<file path="src/design/link_pkg.sv">
package link_pkg;

  localparam int WORD_W     = 32;                   // Data word width.
  localparam int BIT_CYCLES = 4;                    // Clocks per serial bit.
  localparam int FIFO_DEPTH = 16;                   // Words per FIFO.
  localparam int COUNT_W    = 5;                    // Holds 0 to FIFO_DEPTH.
  localparam int PTR_W      = $clog2(FIFO_DEPTH);   // FIFO pointer width.
  localparam int RST_HOLD   = 32;                   // Extra reset cycles.
  localparam int HOLD_W     = $clog2(RST_HOLD + 1); // Stretch counter width.
  localparam int FRAME_BITS = WORD_W + 2;           // Start, data, stop.
  localparam int TIMER_W    = $clog2(BIT_CYCLES);   // Bit-time counter width.
  localparam int BITCNT_W   = $clog2(FRAME_BITS);   // Bit index width.
  localparam int LEN_W      = 16;                   // Payload length field.

  typedef enum logic {
    DATA    = 1'b0,
    CONTROL = 1'b1
  } link_kind_t;

  typedef struct packed {
    link_kind_t       kind;  // Bit 31.
    logic [14:0]      rsvd;
    logic [LEN_W-1:0] len;   // Payload words after the header.
  } link_data_hdr_t;

  typedef struct packed {
    link_kind_t  kind;       // Bit 31.
    logic [6:0]  opcode;
    logic [23:0] arg;
  } link_ctrl_hdr_t;

  // Same header word, two decodes.
  typedef union packed {
    link_data_hdr_t data;
    link_ctrl_hdr_t ctrl;
  } link_header_t;

endpackage

</file>
<file path="src/design/apb_regs_pkg.sv">
package apb_regs_pkg;

  localparam int ADDR_W = 8;  // APB address width.

  localparam logic [ADDR_W-1:0] REG_TXDATA  = 8'h00;  // Write pushes TX FIFO.
  localparam logic [ADDR_W-1:0] REG_RXDATA  = 8'h04;  // Read pops RX FIFO.
  localparam logic [ADDR_W-1:0] REG_CMD     = 8'h08;  // Write sends a header.
  localparam logic [ADDR_W-1:0] REG_STATUS  = 8'h0C;  // Read-only flags.
  localparam logic [ADDR_W-1:0] REG_CTRL_RX = 8'h10;  // Last control word.
  localparam logic [ADDR_W-1:0] REG_ERR_CLR = 8'h14;  // Write clears errors.

  localparam int ST_BUSY         = 0;  // Transmitter running.
  localparam int ST_IRQ          = 1;  // Control word pending.
  localparam int ST_ERR_REJECT   = 2;  // Command refused.
  localparam int ST_ERR_OVERFLOW = 3;  // Word lost on a full FIFO.
  localparam int ST_RXCOUNT      = 8;  // LSB of receive count field.

endpackage

</file>
<file path="src/design/reset_stretch.sv">
`timescale 1ns/1ps

module reset_stretch import link_pkg::*; (
  input  logic CPU_CLK,
  input  logic RST,
  output logic link_rst
);

  logic [HOLD_W-1:0] cnt;  // Cycles since RST went high.

  always_ff @(posedge CPU_CLK) begin
    if (!RST) begin
      cnt      <= '0;
      link_rst <= 1'b0;  // Adapter held in reset.
    end else if (!link_rst) begin
      cnt      <= cnt + 1'b1;
      link_rst <= (cnt == HOLD_W'(RST_HOLD - 1));  // Release after RST_HOLD.
    end
  end

endmodule

</file>
<file path="src/design/word_fifo.sv">
`timescale 1ns/1ps

module word_fifo import link_pkg::*; (
  input  logic               CPU_CLK,
  input  logic               RST,
  input  logic               push,
  input  logic [WORD_W-1:0]  wdata,
  input  logic               pop,
  output logic [WORD_W-1:0]  rdata,
  output logic [COUNT_W-1:0] count,
  output logic               full,
  output logic               empty
);

  logic [WORD_W-1:0] mem [FIFO_DEPTH];
  logic [PTR_W-1:0]  wr_ptr;  // Next free slot.
  logic [PTR_W-1:0]  rd_ptr;  // Head entry.
  logic              do_push;
  logic              do_pop;

  assign full    = (count == COUNT_W'(FIFO_DEPTH));
  assign empty   = (count == '0);
  assign do_push = push && !full;   // Push on full is ignored.
  assign do_pop  = pop && !empty;   // Pop on empty is ignored.
  assign rdata   = mem[rd_ptr];     // Fall-through head.

  // Depth is a power of two, so the pointers wrap on their own.
  always_ff @(posedge CPU_CLK) begin
    if (!RST) begin
      wr_ptr <= '0;
      rd_ptr <= '0;
      count  <= '0;
    end else begin
      if (do_push)
        wr_ptr <= wr_ptr + 1'b1;
      if (do_pop)
        rd_ptr <= rd_ptr + 1'b1;
      count <= count + COUNT_W'(do_push) - COUNT_W'(do_pop);  // Net change.
    end
  end

  always_ff @(posedge CPU_CLK) begin
    if (do_push)
      mem[wr_ptr] <= wdata;
  end

endmodule

</file>
<file path="src/design/link_tx.sv">
`timescale 1ns/1ps

module link_tx import link_pkg::*; (
  input  logic              CPU_CLK,
  input  logic              RST,
  input  logic              tx_start,
  input  link_header_t      tx_header,
  output logic              tx_busy,
  output logic              fifo_pop,
  input  logic [WORD_W-1:0] fifo_rdata,
  output logic              serial_tx
);

  logic [FRAME_BITS-1:0] frame;       // Stop, data, start; LSB goes out first.
  logic [TIMER_W-1:0]    timer;       // Cycle within the bit.
  logic [BITCNT_W-1:0]   bit_cnt;     // Bit within the word.
  logic [LEN_W-1:0]      words_left;  // Payload words still to send.
  logic                  bit_end;
  logic                  word_end;

  assign bit_end   = tx_busy && (timer == TIMER_W'(BIT_CYCLES - 1));
  assign word_end  = bit_end && (bit_cnt == BITCNT_W'(FRAME_BITS - 1));
  assign fifo_pop  = word_end && (words_left != '0);  // Next word joins back to back.
  assign serial_tx = tx_busy ? frame[0] : 1'b1;       // Idle line is high.

  always_ff @(posedge CPU_CLK) begin
    if (!RST) begin
      tx_busy    <= 1'b0;
      timer      <= '0;
      bit_cnt    <= '0;
      words_left <= '0;
    end else if (!tx_busy) begin
      if (tx_start) begin
        tx_busy    <= 1'b1;
        timer      <= '0;
        bit_cnt    <= '0;
        // Only a data header carries payload.
        words_left <= (tx_header.data.kind == DATA) ? tx_header.data.len : '0;
      end
    end else begin
      timer <= bit_end ? '0 : timer + 1'b1;
      if (word_end) begin
        bit_cnt <= '0;
        if (fifo_pop)
          words_left <= words_left - 1'b1;
        else
          tx_busy <= 1'b0;  // Last stop bit done.
      end else if (bit_end) begin
        bit_cnt <= bit_cnt + 1'b1;
      end
    end
  end

  always_ff @(posedge CPU_CLK) begin
    if (tx_start && !tx_busy)
      frame <= {1'b1, tx_header, 1'b0};   // Header word.
    else if (fifo_pop)
      frame <= {1'b1, fifo_rdata, 1'b0};  // Payload word.
    else if (bit_end)
      frame <= frame >> 1;
  end

endmodule

</file>
<file path="src/design/link_rx.sv">
`timescale 1ns/1ps

module link_rx import link_pkg::*; (
  input  logic              CPU_CLK,
  input  logic              RST,
  input  logic              serial_rx,
  output logic              fifo_push,
  output logic [WORD_W-1:0] fifo_wdata,
  input  logic              fifo_full,
  output logic              ctrl_valid,
  output logic [WORD_W-1:0] ctrl_word,
  output logic              rx_drop
);

  logic                active;      // Inside a word.
  logic                rx_prev;     // Line one cycle ago.
  logic [TIMER_W-1:0]  timer;       // Cycle within the bit.
  logic [BITCNT_W-1:0] bit_cnt;     // Bit within the word.
  logic [LEN_W-1:0]    words_left;  // Payload words still expected.
  link_header_t        rx_word;     // Shift register, LSB first.
  logic                mid;
  logic                last_bit;
  logic                word_ok;
  logic                payload;

  assign mid        = active && (timer == TIMER_W'(BIT_CYCLES / 2));
  assign last_bit   = (bit_cnt == BITCNT_W'(FRAME_BITS - 1));
  assign word_ok    = mid && last_bit && serial_rx;  // Good stop bit.
  assign payload    = (words_left != '0);
  assign fifo_push  = word_ok && payload && !fifo_full;
  assign rx_drop    = word_ok && payload && fifo_full;
  assign ctrl_valid = word_ok && !payload && (rx_word.ctrl.kind == CONTROL);
  assign fifo_wdata = rx_word;
  assign ctrl_word  = rx_word;

  always_ff @(posedge CPU_CLK) begin
    if (!RST) begin
      active     <= 1'b0;
      rx_prev    <= 1'b1;
      timer      <= '0;
      bit_cnt    <= '0;
      words_left <= '0;
    end else begin
      rx_prev <= serial_rx;
      if (!active) begin
        if (rx_prev && !serial_rx) begin  // Falling start edge.
          active  <= 1'b1;
          timer   <= TIMER_W'(1);         // Edge cycle was position 0.
          bit_cnt <= '0;
        end
      end else begin
        timer <= (timer == TIMER_W'(BIT_CYCLES - 1)) ? '0 : timer + 1'b1;
        if (timer == TIMER_W'(BIT_CYCLES - 1))
          bit_cnt <= bit_cnt + 1'b1;
        if (mid && (bit_cnt == '0) && serial_rx)
          active <= 1'b0;  // Glitch, not a start bit.
        if (mid && last_bit) begin
          active <= 1'b0;  // Rearm for the next start edge.
          if (word_ok && payload)
            words_left <= words_left - 1'b1;
          else if (word_ok && (rx_word.data.kind == DATA))
            words_left <= rx_word.data.len;  // Header opens a payload.
        end
      end
    end
  end

  always_ff @(posedge CPU_CLK) begin
    if (mid && (bit_cnt != '0) && !last_bit)
      rx_word <= {serial_rx, rx_word[WORD_W-1:1]};  // Data bits only.
  end

endmodule

</file>
<file path="src/design/link_ctrl.sv">
`timescale 1ns/1ps

module link_ctrl import link_pkg::*, apb_regs_pkg::*; (
  input  logic               CPU_CLK,
  input  logic               RST,
  input  logic               psel,
  input  logic               penable,
  input  logic               pwrite,
  input  logic [ADDR_W-1:0]  paddr,
  input  logic [WORD_W-1:0]  pwdata,
  output logic [WORD_W-1:0]  prdata,
  output logic               pslverr,
  output logic               tx_push,
  output logic [WORD_W-1:0]  tx_wdata,
  input  logic [COUNT_W-1:0] tx_count,
  input  logic               tx_full,
  output logic               tx_start,
  output link_header_t       tx_header,
  input  logic               tx_busy,
  output logic               rx_pop,
  input  logic [WORD_W-1:0]  rx_rdata,
  input  logic [COUNT_W-1:0] rx_count,
  input  logic               rx_empty,
  input  logic               ctrl_valid,
  input  logic [WORD_W-1:0]  ctrl_word,
  input  logic               rx_drop,
  output logic               irq
);

  logic              access;        // APB access cycle.
  logic              reject;        // CMD not allowed now.
  logic              tx_ovf;
  logic              cmd_rej;
  logic              ctrl_rd;
  logic              err_clr;
  logic              err_reject;
  logic              err_overflow;
  logic [WORD_W-1:0] ctrl_reg;      // Last control header seen.
  logic [WORD_W-1:0] status;
  link_header_t      cmd_hdr;

  assign access    = psel && penable;
  assign cmd_hdr   = pwdata;
  assign tx_header = cmd_hdr;
  assign tx_wdata  = pwdata;
  // Busy, or the payload is not all queued yet.
  assign reject    = tx_busy ||
                     ((cmd_hdr.data.kind == DATA) && (cmd_hdr.data.len > LEN_W'(tx_count)));

  always_comb begin
    status                        = '0;
    status[ST_BUSY]               = tx_busy;
    status[ST_IRQ]                = irq;
    status[ST_ERR_REJECT]         = err_reject;
    status[ST_ERR_OVERFLOW]       = err_overflow;
    status[ST_RXCOUNT +: COUNT_W] = rx_count;
  end

  always_comb begin
    prdata   = '0;
    pslverr  = 1'b0;
    tx_push  = 1'b0;
    tx_ovf   = 1'b0;
    tx_start = 1'b0;
    cmd_rej  = 1'b0;
    rx_pop   = 1'b0;
    ctrl_rd  = 1'b0;
    err_clr  = 1'b0;
    if (access) begin
      case (paddr)
        REG_TXDATA: begin
          pslverr = !pwrite;           // Write-only.
          tx_push = pwrite && !tx_full;
          tx_ovf  = pwrite && tx_full;
        end
        REG_RXDATA: begin
          pslverr = pwrite;            // Read-only.
          rx_pop  = !pwrite && !rx_empty;
          prdata  = (pwrite || rx_empty) ? '0 : rx_rdata;  // Empty reads 0.
        end
        REG_CMD: begin
          pslverr  = !pwrite;
          tx_start = pwrite && !reject;
          cmd_rej  = pwrite && reject;
        end
        REG_STATUS: begin
          pslverr = pwrite;
          prdata  = pwrite ? '0 : status;
        end
        REG_CTRL_RX: begin
          pslverr = pwrite;
          ctrl_rd = !pwrite;           // Read acknowledges the interrupt.
          prdata  = pwrite ? '0 : ctrl_reg;
        end
        REG_ERR_CLR: begin
          pslverr = !pwrite;
          err_clr = pwrite;
        end
        default: pslverr = 1'b1;       // Unmapped.
      endcase
    end
  end

  always_ff @(posedge CPU_CLK) begin
    if (!RST) begin
      irq          <= 1'b0;
      err_reject   <= 1'b0;
      err_overflow <= 1'b0;
      ctrl_reg     <= '0;
    end else begin
      if (ctrl_valid)
        irq <= 1'b1;  // New word wins over a clearing read.
      else if (ctrl_rd)
        irq <= 1'b0;
      if (ctrl_valid)
        ctrl_reg <= ctrl_word;
      if (cmd_rej)
        err_reject <= 1'b1;
      else if (err_clr)
        err_reject <= 1'b0;
      if (tx_ovf || rx_drop)
        err_overflow <= 1'b1;  // Either FIFO lost a word.
      else if (err_clr)
        err_overflow <= 1'b0;
    end
  end

endmodule

</file>
<file path="src/design/link_chip.sv">
`timescale 1ns/1ps

module link_chip import link_pkg::*, apb_regs_pkg::*; (
  input  logic              CPU_CLK,
  input  logic              RST,
  input  logic              psel,
  input  logic              penable,
  input  logic              pwrite,
  input  logic [ADDR_W-1:0] paddr,
  input  logic [WORD_W-1:0] pwdata,
  output logic [WORD_W-1:0] prdata,
  output logic              pslverr,
  output logic              irq,
  output logic              serial_tx,
  input  logic              serial_rx
);

  logic               link_rst;    // Stretched adapter reset.
  logic               tx_push;
  logic [WORD_W-1:0]  tx_wdata;
  logic               tx_pop;
  logic [WORD_W-1:0]  tx_rdata;
  logic [COUNT_W-1:0] tx_count;
  logic               tx_full;
  logic               tx_start;
  link_header_t       tx_header;
  logic               tx_busy;
  logic               rx_push;
  logic [WORD_W-1:0]  rx_wdata;
  logic               rx_pop;
  logic [WORD_W-1:0]  rx_rdata;
  logic [COUNT_W-1:0] rx_count;
  logic               rx_full;
  logic               rx_empty;
  logic               ctrl_valid;
  logic [WORD_W-1:0]  ctrl_word;
  logic               rx_drop;

  reset_stretch u_reset_stretch (
    .CPU_CLK  (CPU_CLK),
    .RST      (RST),
    .link_rst (link_rst)
  );

  link_ctrl u_link_ctrl (
    .CPU_CLK    (CPU_CLK),
    .RST        (link_rst),
    .psel       (psel),
    .penable    (penable),
    .pwrite     (pwrite),
    .paddr      (paddr),
    .pwdata     (pwdata),
    .prdata     (prdata),
    .pslverr    (pslverr),
    .tx_push    (tx_push),
    .tx_wdata   (tx_wdata),
    .tx_count   (tx_count),
    .tx_full    (tx_full),
    .tx_start   (tx_start),
    .tx_header  (tx_header),
    .tx_busy    (tx_busy),
    .rx_pop     (rx_pop),
    .rx_rdata   (rx_rdata),
    .rx_count   (rx_count),
    .rx_empty   (rx_empty),
    .ctrl_valid (ctrl_valid),
    .ctrl_word  (ctrl_word),
    .rx_drop    (rx_drop),
    .irq        (irq)
  );

  // Transmit queue; link_ctrl checks the CMD length against its count.
  word_fifo u_tx_fifo (
    .CPU_CLK (CPU_CLK),
    .RST     (link_rst),
    .push    (tx_push),
    .wdata   (tx_wdata),
    .pop     (tx_pop),
    .rdata   (tx_rdata),
    .count   (tx_count),
    .full    (tx_full),
    .empty   ()
  );

  link_tx u_link_tx (
    .CPU_CLK    (CPU_CLK),
    .RST        (link_rst),
    .tx_start   (tx_start),
    .tx_header  (tx_header),
    .tx_busy    (tx_busy),
    .fifo_pop   (tx_pop),
    .fifo_rdata (tx_rdata),
    .serial_tx  (serial_tx)
  );

  link_rx u_link_rx (
    .CPU_CLK    (CPU_CLK),
    .RST        (link_rst),
    .serial_rx  (serial_rx),
    .fifo_push  (rx_push),
    .fifo_wdata (rx_wdata),
    .fifo_full  (rx_full),
    .ctrl_valid (ctrl_valid),
    .ctrl_word  (ctrl_word),
    .rx_drop    (rx_drop)
  );

  word_fifo u_rx_fifo (
    .CPU_CLK (CPU_CLK),
    .RST     (link_rst),
    .push    (rx_push),
    .wdata   (rx_wdata),
    .pop     (rx_pop),
    .rdata   (rx_rdata),
    .count   (rx_count),
    .full    (rx_full),
    .empty   (rx_empty)
  );

endmodule

</file>
<file path="config.mk">
export PLATFORM = sky130hd
export DESIGN_NAME = link_chip
export DESIGN_NICKNAME = d
export VERILOG_FILES = /design/src/design/link_pkg.sv /design/src/design/apb_regs_pkg.sv /design/src/design/reset_stretch.sv /design/src/design/word_fifo.sv /design/src/design/link_tx.sv /design/src/design/link_rx.sv /design/src/design/link_ctrl.sv /design/src/design/link_chip.sv
export SDC_FILE = /design/constraint.sdc
export NUM_CORES = 1
export LEC_CHECK = 0
export BUFFER_PORTS_ARGS = -buffer_cell sky130_fd_sc_hd__buf_2
export CORE_MARGIN = 5
export CORE_UTILIZATION = 44
export DETAILED_ROUTE_END_ITERATION = 6
export PLACE_DENSITY_LB_ADDON = 0.1
export SYNTH_ARGS = -nofsm -noshare
export SYNTH_HDL_FRONTEND = slang
export SYNTH_HIERARCHICAL = 1
export SYNTH_SLANG_ARGS = --single-unit
</file>
<file path="constraint.sdc">
create_clock -name CPU_CLK -period 9.1 [get_ports CPU_CLK]
set_clock_uncertainty 0.2 [all_clocks]
set_input_delay 1.82 -clock CPU_CLK [delete_from_list [all_inputs] [get_ports CPU_CLK]]
set_output_delay 1.82 -clock CPU_CLK [all_outputs]
set_load 0.02 [all_outputs]
</file>
### Yosys cells after proc, flatten, opt, wreduce, memory -nomap -nowiden

Memory sizes are Yosys's and may differ from the RTL's. A register that Yosys moved wholly into a read port is not among the register bits.
Cells that the tools add are included.

* memories kept: 2
* output and inout bits: 35
* register bits: 185
* input port bits: 46
* logic and storage cells: 191
* memory bits (writable): 1024

* reductions and logical operators: 63
* equal/unequal tests: 17
* muxes and demuxes: 67
* $add $sub $neg: 15
* $lt $le $gt $ge: 1
* bitwise logic cells: 2

Memories
* u_rx_fifo.mem: words 16, width 32, rd ports 1, clocked after memory_dff 1, write ports 1, line word_fifo.sv:15 `logic [WORD_W-1:0] mem [FIFO_DEPTH];`
* u_tx_fifo.mem: words 16, width 32, rd ports 1, clocked after memory_dff 1, write ports 1, line word_fifo.sv:15

Operators by type and width (count)
* $mux W16: 7
* $mux W33: 3
* $mux W32: 3
* $pmux W32 S3: 1
* $mux W6: 7
* $mux W1: 34
* $reduce_bool A16 Y1: 2
* $sub A16 B1 Y16 const B: 2
* $logic_and A1 B1 Y1: 29
* $add A6 B1 Y6 const B: 3
* $add A4 B1 Y4 const B: 4
* $eq A8 B4 Y1 const B: 2
* $eq A8 B5 Y1 const B: 2
* $gt A16 B5 Y1: 1
* $mux W4: 4
* $mux W13: 1
* $eq A6 B6 Y1 const B: 2
* $mux W2: 6
* $reduce_bool A2 Y1: 6
* $add A5 B1 Y5: 2
* $eq A5 B5 Y1 const B: 2
* $logic_not A1 Y1: 10
* $logic_not A5 Y1: 2
* $sub A5 B1 Y5: 2
* other kinds (17): 28

### Depth between registers and ports, before layout

Gate-level depths: netlist of the first run.

* depth after elaboration: 9
* depth in mapped cells: 17
* mapped depth without buffers: 16

### Cells and area by module

Netlist of the first run, hierarchy kept.

Modules (own cells, without submodules)
* word_fifo (u_tx_fifo): seq. area each 15715.1 µm², area each 20055.5 µm², cells an instance 891, instances 1
* word_fifo (u_rx_fifo): seq. area each 15715.1 µm², area each 20054.2 µm², cells an instance 891, instances 1
* link_tx: seq. area each 1501.4 µm², area each 3176.8 µm², cells an instance 309, instances 1
* link_rx: seq. area each 1481.4 µm², area each 2889.0 µm², cells an instance 279, instances 1
* link_ctrl: seq. area each 700.7 µm², area each 2572.5 µm², cells an instance 310, instances 1
* reset_stretch: seq. area each 140.1 µm², area each 306.5 µm², cells an instance 28, instances 1

### Worst setup path after synthesis of the first run

OpenSTA, ideal clock, no wires.

* path kind: input to register
* start: input port paddr[7]
* end: memory u_tx_fifo.mem[0][0], enable pin
* buffers on the path: 0
* arrival time: 6003 ps
* setup slack: 2395 ps
* stages: 5
* library setup time: 502 ps
* required time: 8398 ps
* cells stage by stage: nor4_4 > nand4_1 > nor3_1 > nand2_1 > nor4_1

* longest elaborated chain between the ends: 6

RTL lines
* from (decl): line link_chip.sv:9 `input logic [ADDR_W-1:0] paddr,`
* $logic_not A8 Y1: line link_ctrl.sv:70 `case (paddr)`
* $mux W1: line link_ctrl.sv:70
* $mux W1: line link_ctrl.sv:69 `if (access) begin`
* via tx_push: line link_chip.sv:19 `logic tx_push;`
* $logic_and A1 B1 Y1: line word_fifo.sv:23 `assign do_push = push && !full;`
* $mux W1: line word_fifo.sv:43 `if (do_push)`
* $mux W1 (not written as such): line word_fifo.sv:44 `mem[wr_ptr] <= wdata;`
* to (decl): line word_fifo.sv:15

The timed path passes the listed nets, and every way through them passes these cells.

### Final worst setup path of the first run

* start: input port paddr[7]
* end: output port prdata[2]

* longest elaborated chain between the ends: 3
* elaborated cells between the ends (all ways): 5
* those cells by class: 3 x eq/ne; 2 x mux

RTL lines
* $eq A8 B5 Y1, or another cell as far along: line link_ctrl.sv:70
* $pmux W32 S3 *: line link_ctrl.sv:70
* $mux W32 *: line link_ctrl.sv:69
* to (decl): line link_chip.sv:11 `output logic [WORD_W-1:0] prdata,`

Mark *: on every way between the ends. The rest lies on a longest branch, timed or not.

==> impl.org, run 1 <==
** Run status
- Status :: finished clean

** Timing
- The tightest hold path in the finished design has a slack of 247 ps.
- Setup violations remaining at the end of the flow were counted as 0.
- For the pin with the worst max-slew slack, the measured transition is 1210 ps.
- In this run the tightest slew margin relative to its limit is 19.2%.
- Maximum clock frequency :: 160 MHz
- After layout, the worst path uses 68.6% of the clock period.
- Setup repair after global routing left no endpoint under its margin.
- Final Hold Violating Endpoints :: 0
- After routing, the total negative slack on setup checks comes to 0 ps.
- The count of pins over their slew limit was 0.
- The routed design could run at a clock period as short as 6240 ps.

** Power
- Summed over all cells, the static leakage comes to 17.3 nW.
- Worst vdd ir :: 0.142 mV
- For this design the ratio of total power to cell area is 208 nW/µm².

** Synthesis
- Synth Area per Inst :: 18.1 µm²
- Total standard cell area after synthesis :: 49,100 µm²
- During synthesis, Yosys emitted a total of 6 warnings.
- Post-synthesis instance total :: 2,707
- When the netlist entered floorplanning its net count stood at 2,794.

** Hold path
- For hold timing, the worst endpoint is u_link_tx/frame[33].
- Counting instances, the worst hold path has a depth of 2.
- Hold Crit Start :: u_link_tx/frame[33]
- Worst min-delay path category :: flop to flop

** Routing
- Drt initial violations :: 2,056
- Number of detailed-route iterations in the first pass :: 5
- After detailed routing, the number of remaining DRC violations is 0.
- Via count :: 25,333
- Antenna-violating nets left :: 0
- Mean number of vias per cell :: 5.83
- Average detailed-routed wire length per instance :: 27.4 µm
- For this block, the routed nets add up to 119 mm of wire.

** CTS
- For this design, the CTS-stage hold fixing added 0 buffers.
- Setup Buffers After CTS :: 0
- Maximum clock insertion buffer count :: 3
- Counting every sink on the clock net gives 1,217.
- The later pin in the worst-skew pair is clocked with a latency of 720 ps.
- Number of H-tree branching levels :: 4
- In this run the clock root is driven by a clkbuf_16.
- Clock-pin slew was measured on the worst setup and hold paths at 60 ps.
- After clock tree synthesis, the repair step resized 0 gates.
- In this run, CTS created clock tree buffers numbering 133.
- TritonCTS built the clock tree.

** Critical path
- R2R Path End :: u_rx_fifo/count[4]
- Reg-to-reg critical path startpoint :: u_link_rx/words_left[1]
- The setup path with the least slack is of type input port to output port.
- Depth of the worst register-to-register path :: 15
- Capturing element type of the critical path :: output port
- The worst setup path is launched from an input port.
- Largest fanout on the critical path :: 23
- Minimum setup slack among reg-to-reg paths :: 4620 ps
- Required time reported for the critical path endpoint :: 7080 ps
- Arrival time at the worst endpoint :: 4220 ps

** Floorplanning
- Placeable core region :: 111,000 µm²
- Vertical extent of the die :: 344 µm
- For this configuration, the core starts out at a cell density of 44.3%.
- Overall die area :: 118,000 µm²
- Floorplan row count :: 122
- For this design the top-level I/O count stands at 81.
- In this run the horizontal extent of the chip is 344 µm.

** Global route
- Met3 capacity usage during global routing :: 2.88%
- Total congestion overflow :: 0
- Highest-utilization routing layer at the global route stage :: met2
- Initial antenna violation count :: 4
- M1 GR Usage :: 26.8%
- Entering global routing, the biggest net connects 88 pins.
- Tot GR Track Use :: 20.3%
- Wire length of the first global-routing pass :: 176 mm
- Global routing consumed, on the met2 layer, 35.7% of the routing resources.
- Via count of the first global-routing pass :: 26,490

** Job
- Across the run, the number of max-cap violations was 0.

** Layout
- The library cell used most frequently in the layout, excluding fill and tap cells, is edfxtp_1.
- Area growth from synthesis to final layout :: 12.0%
- In the final layout, the share of cells above drive strength 1 is 23.6%.
- The largest registers in the layout are u_rx_fifo/mem x512, u_tx_fifo/mem x512, u_link_tx/frame x34.
- Commonest cells after routing, fill and taps aside :: edfxtp_1, mux4_2, a22oi_1, clkbuf_16, nand2_1
- Final #Nets :: 2,831

** Place
- Quantity of I/O buffers inserted on ports :: 80
- HPWL Detailed :: 62.1 mm
- RD Place Congestion :: 0.794
-- worst max-delay path, stage by stage --
cell     delay [ps]
buf_2           120
nor4_4          340
nand3_2         210
nor4_4          710
buf_4           450
a22oi_1         150
a21oi_1         230
buf_2           190
-- area by class of cell --
type	instances	area (µm²)
Sequential cell	1217	35300
Inverter	55	206
Clock inverter	65	731
Timing Repair Buffer	142	891
Clock buffer	179	3630
Antenna cell	2	5.00
Multi-Input combinational cell	1195	12400
Tap cell	1488	1860
Fill cell	9082	55700
-- per-stage QoR --
| step | power [mW] | cell area, µm² | cells | utilization, % | worst slack, ps |
|---|---|---|---|---|---|
| 2_1_floorplan | 6.20 | 49100 | 2707 | - | 2400 |
| 4_1_cts | 11.6 | 55000 | 4341 | 49.7 | 2820 |
| 3_3_place_gp | 6.21 | 50600 | 4097 | 45.7 | 2920 |
| 3_5_place_dp | 6.21 | 50600 | 4097 | 45.7 | 2820 |
| 5_1_grt | 11.8 | 55000 | 4341 | 49.7 | 2680 |
| 6_report | 11.5 | 55000 | 4343 | 49.7 | 2860 |
-- worst max path at each step --
stage / cells past startpoint / from / end
after floorplan: 5 / paddr[7] / u_tx_fifo/mem[0][0]
after global placement: 8 / paddr[7] / prdata[2]
after detailed placement: 8 / paddr[7] / prdata[2]
after CTS: 8 / paddr[7] / prdata[2]
after global routing: 7 / flop / prdata[3]
final: 8 / paddr[7] / prdata[2]
-- layer usage --
layer	wire, µm	part of all wire (%)
met1	49100	41
met2	61800	52
met3	6060	5.1
met4	2190	1.8
met5	0	0
-- power by group --
part / internal, mW / leakage (nW) / switching (mW)
combinational: 0.0133 / 4.29 / 0.0486
sequential: 6.03 / 10.9 / 0.00168
clock: 3.21 / 2.13 / 2.14
total: 9.26 / 17.3 / 2.19
No activity file was read; power rests on OpenSTA's default activity.
==> run 2, diff against run 1 <==
==> constraint.sdc (replaced) <==
create_clock -name CPU_CLK -period 6.4 [get_ports CPU_CLK]
set_clock_uncertainty 0.2 [all_clocks]
set_input_delay 1.28 -clock CPU_CLK [delete_from_list [all_inputs] [get_ports CPU_CLK]]
set_output_delay 1.28 -clock CPU_CLK [all_outputs]
set_load 0.02 [all_outputs]
==> run 2 against run 1 <==
Against the previous run:
- critical path depth grew 5
- routed wire length shrank 1.5%
- setup slack lost 1700 ps
- die area is the same
- clock-buffer cell count shrank 2
- utilization grew 0.12 points
- first-iteration DRC count shrank 5.4%
==> impl.org, run 2 (synthesized netlist as in run 1, its figures left out) <==
** Floorplanning
- The floorplan has 122 rows.
- Vertical extent of the die :: 344 µm
- Ports :: 81
- From left edge to right edge, the die measures 344 µm.
- Placeable core region :: 111,000 µm²
- Overall die area :: 118,000 µm²
- Initial standard-cell utilization of the core :: 44.3%

** Routing
- Number of detailed-route iterations in the first pass :: 5
- Using the TritonRoute via totals, the vias-per-cell ratio works out to 5.80.
- The routed layout has 25,210 vias.
- Average detailed-routed wire length per instance :: 27.0 µm
- The count of nets left with antenna violations once routing finished came out at 0.
- After detailed routing, the number of remaining DRC violations is 0.
- The final layout contains routed wiring with a total length of 117 mm.
- Drt initial violations :: 1,946

** Timing
- Final period utilization :: 81.9%
- Max-slew violation count :: 0
- The worst path in the final design needs a cycle of 5240 ps, including I/O delays and setup.
- RSZ-0062 raised after global routing :: no
- Final Hold Violating Endpoints :: 0
- Slew Limit Headroom :: 17.1%
- Setup violations remaining at the end of the flow were counted as 0.
- Based on the critical path, the design can be clocked at up to 191 MHz.
- Final-layout setup total negative slack :: 0 ps
- At the pin with the least slew margin, the transition time is 1230 ps.

** Power
- Clock group share of total power :: 46.8%
- Across the VDD grid, the largest voltage drop is 0.183 mV.
- Cell internal power was estimated by the tool at 13.2 mW.
- In this run the power density over the cells is 296 nW/µm².
- Sequential group share of total power :: 52.6%
- Static Leak :: 17.4 nW
- Sw Share :: 19.3%
- The share of total power dissipated in combinational logic is 0.6%.
- The analysis attributes to net switching a power of 3.15 mW.

** Layout
- The post-route netlist has 23.7% of its cells at a drive strength greater than 1.
- The library cell used most frequently in the layout, excluding fill and tap cells, is edfxtp_1.
- In the final design database the tool counted 2,837 nets.
- The library cells used most frequently in the layout, excluding fill and tap cells, are edfxtp_1, mux4_2, a22oi_1, clkbuf_16, nand2_1.
- The finished layout holds 4,349 standard cells, fillers aside.
- Largest registers :: u_rx_fifo/mem x512, u_tx_fifo/mem x512, u_link_tx/frame x34
- Area growth from synthesis to final layout :: 12.3%

** CTS
- Number of clock sinks seen by CTS :: 1,217
- Number of buffers added by the clock tree synthesis step :: 134
- Clk root buf :: clkbuf_16
- Worst-Skew Late Latency :: 720 ps
- Setup Buffers After CTS :: 0
- After clock tree synthesis, the clock-pin slew on the worst setup and hold paths is 60 ps.
- TritonCTS built the clock tree.
- The longest clock path from root to sink contains 3 buffers.
- Number of H-tree branching levels :: 4
- The number of gates resized after CTS was 0.
- The number of hold buffers added after CTS was 0.

** Critical path
- STA classifies the critical path startpoint as an input port.
- Arrival time at the worst endpoint :: 5590 ps
- STA puts the critical path data required time at 6750 ps.
- Depth of the worst register-to-register path :: 16
- The worst setup path is of the input port to flop kind.
- STA classifies the critical path endpoint as a flop.
- In this run the worst path has a maximum fanout of 34.

** Hold path
- Hold-critical path depth :: 2
- In this run the worst hold path is classified as flop to flop.

** Global route
- Initial antenna violation count :: 3
- Wire length of the first global-routing pass :: 175 mm
- The via count of the first global-routing pass was 26,185.
- After global routing the overflow that remains totals 0.
- Tot GR Track Use :: 20.0%
- Entering global routing, the biggest net connects 72 pins.

** Place
- RD Place Congestion :: 0.800
- Input and output buffers added on the ports amount to 80.
- Placed Instances :: 4,102
- Summed over all nets, the half-perimeter wirelength after detailed placement is 66.9 mm.

** Job
- Max capacitance violation total :: 0

** Run status
- The flow ran to the end, and the final reports show no timing, DRC or antenna violations.
==> run 2: cell count changes in the layout (fill, tap and decap cells not counted), moves of 4 or more <==
cell / change
buf_12: +6
clkbuf_16: +4
clkbuf_8: -4
clkinvlp_4: +5
==> run 2: worst paths after layout <==
| check | startpoint | endpoint | slack [ps] |
|---|---|---|---|
| worst min-delay path | u_link_tx/frame[0] | u_link_tx/frame[0] | 270 |
| worst max register to register | u_link_tx/timer[0] | u_tx_fifo/count[4] | 1430 |
| worst max-delay path | pwdata[0] | u_link_tx/words_left[1] | 1160 |
| worst min register to register | u_link_tx/frame[0] | u_link_tx/frame[0] | 270 |
==> run 2: power groups by stage <==
stage                     Sequential (mW)  Clock, mW  Combinational, mW
final                                8.58       7.64             0.0972
after global routing                 8.57       8.17              0.108
after CTS                            8.58       7.83              0.100
after detailed placement             8.75          0              0.100
after global placement               8.75          0             0.0950
after floorplan                      8.75          0             0.0692
==> run 2: per-stage QoR <==
stage	setup slack [ps]	hold WS (ps)	cell area [µm²]	power, mW	utilization [%]
after floorplan	235	214	49100	8.82	-
after global placement	552	264	50700	8.84	45.8
after detailed placement	469	263	50700	8.85	45.8
after CTS	1220	276	55100	16.5	49.8
after global routing	947	297	55100	16.8	49.8
final	1160	273	55100	16.3	49.8
==> run 2: layout make-up <==
type | instances | area, µm²
well taps | 1488 | 1860
clock inverters | 69 | 721
multi-input cells | 1195 | 12400
clock buffers | 177 | 3670
flip-flops and latches | 1217 | 35300
fillers | 8997 | 55600
diodes | 1 | 2.50
repair buffers | 147 | 1000
inverters | 55 | 206
==> run 2: layer usage <==
metal | share of wire (%) | routed length, µm | track usage (%)
met1 | 42 | 49500 | 26.7
met2 | 51 | 60000 | 34.5
met5 | 0 | 0 | 0
met4 | 2.1 | 2420 | 5.54
met3 | 4.7 | 5480 | 3.06
==> run 2: critical path: stages <==
cell and delay (ps):
buf_2 320, inv_1 110, ha_1 310, nand4_1 90
o21ai_0 190, nand4_1 160, a221oi_1 1040, and3_1 570
nor2b_4 230, buf_4 450, a21oi_2 330, a221oi_1 360
a211oi_1 100
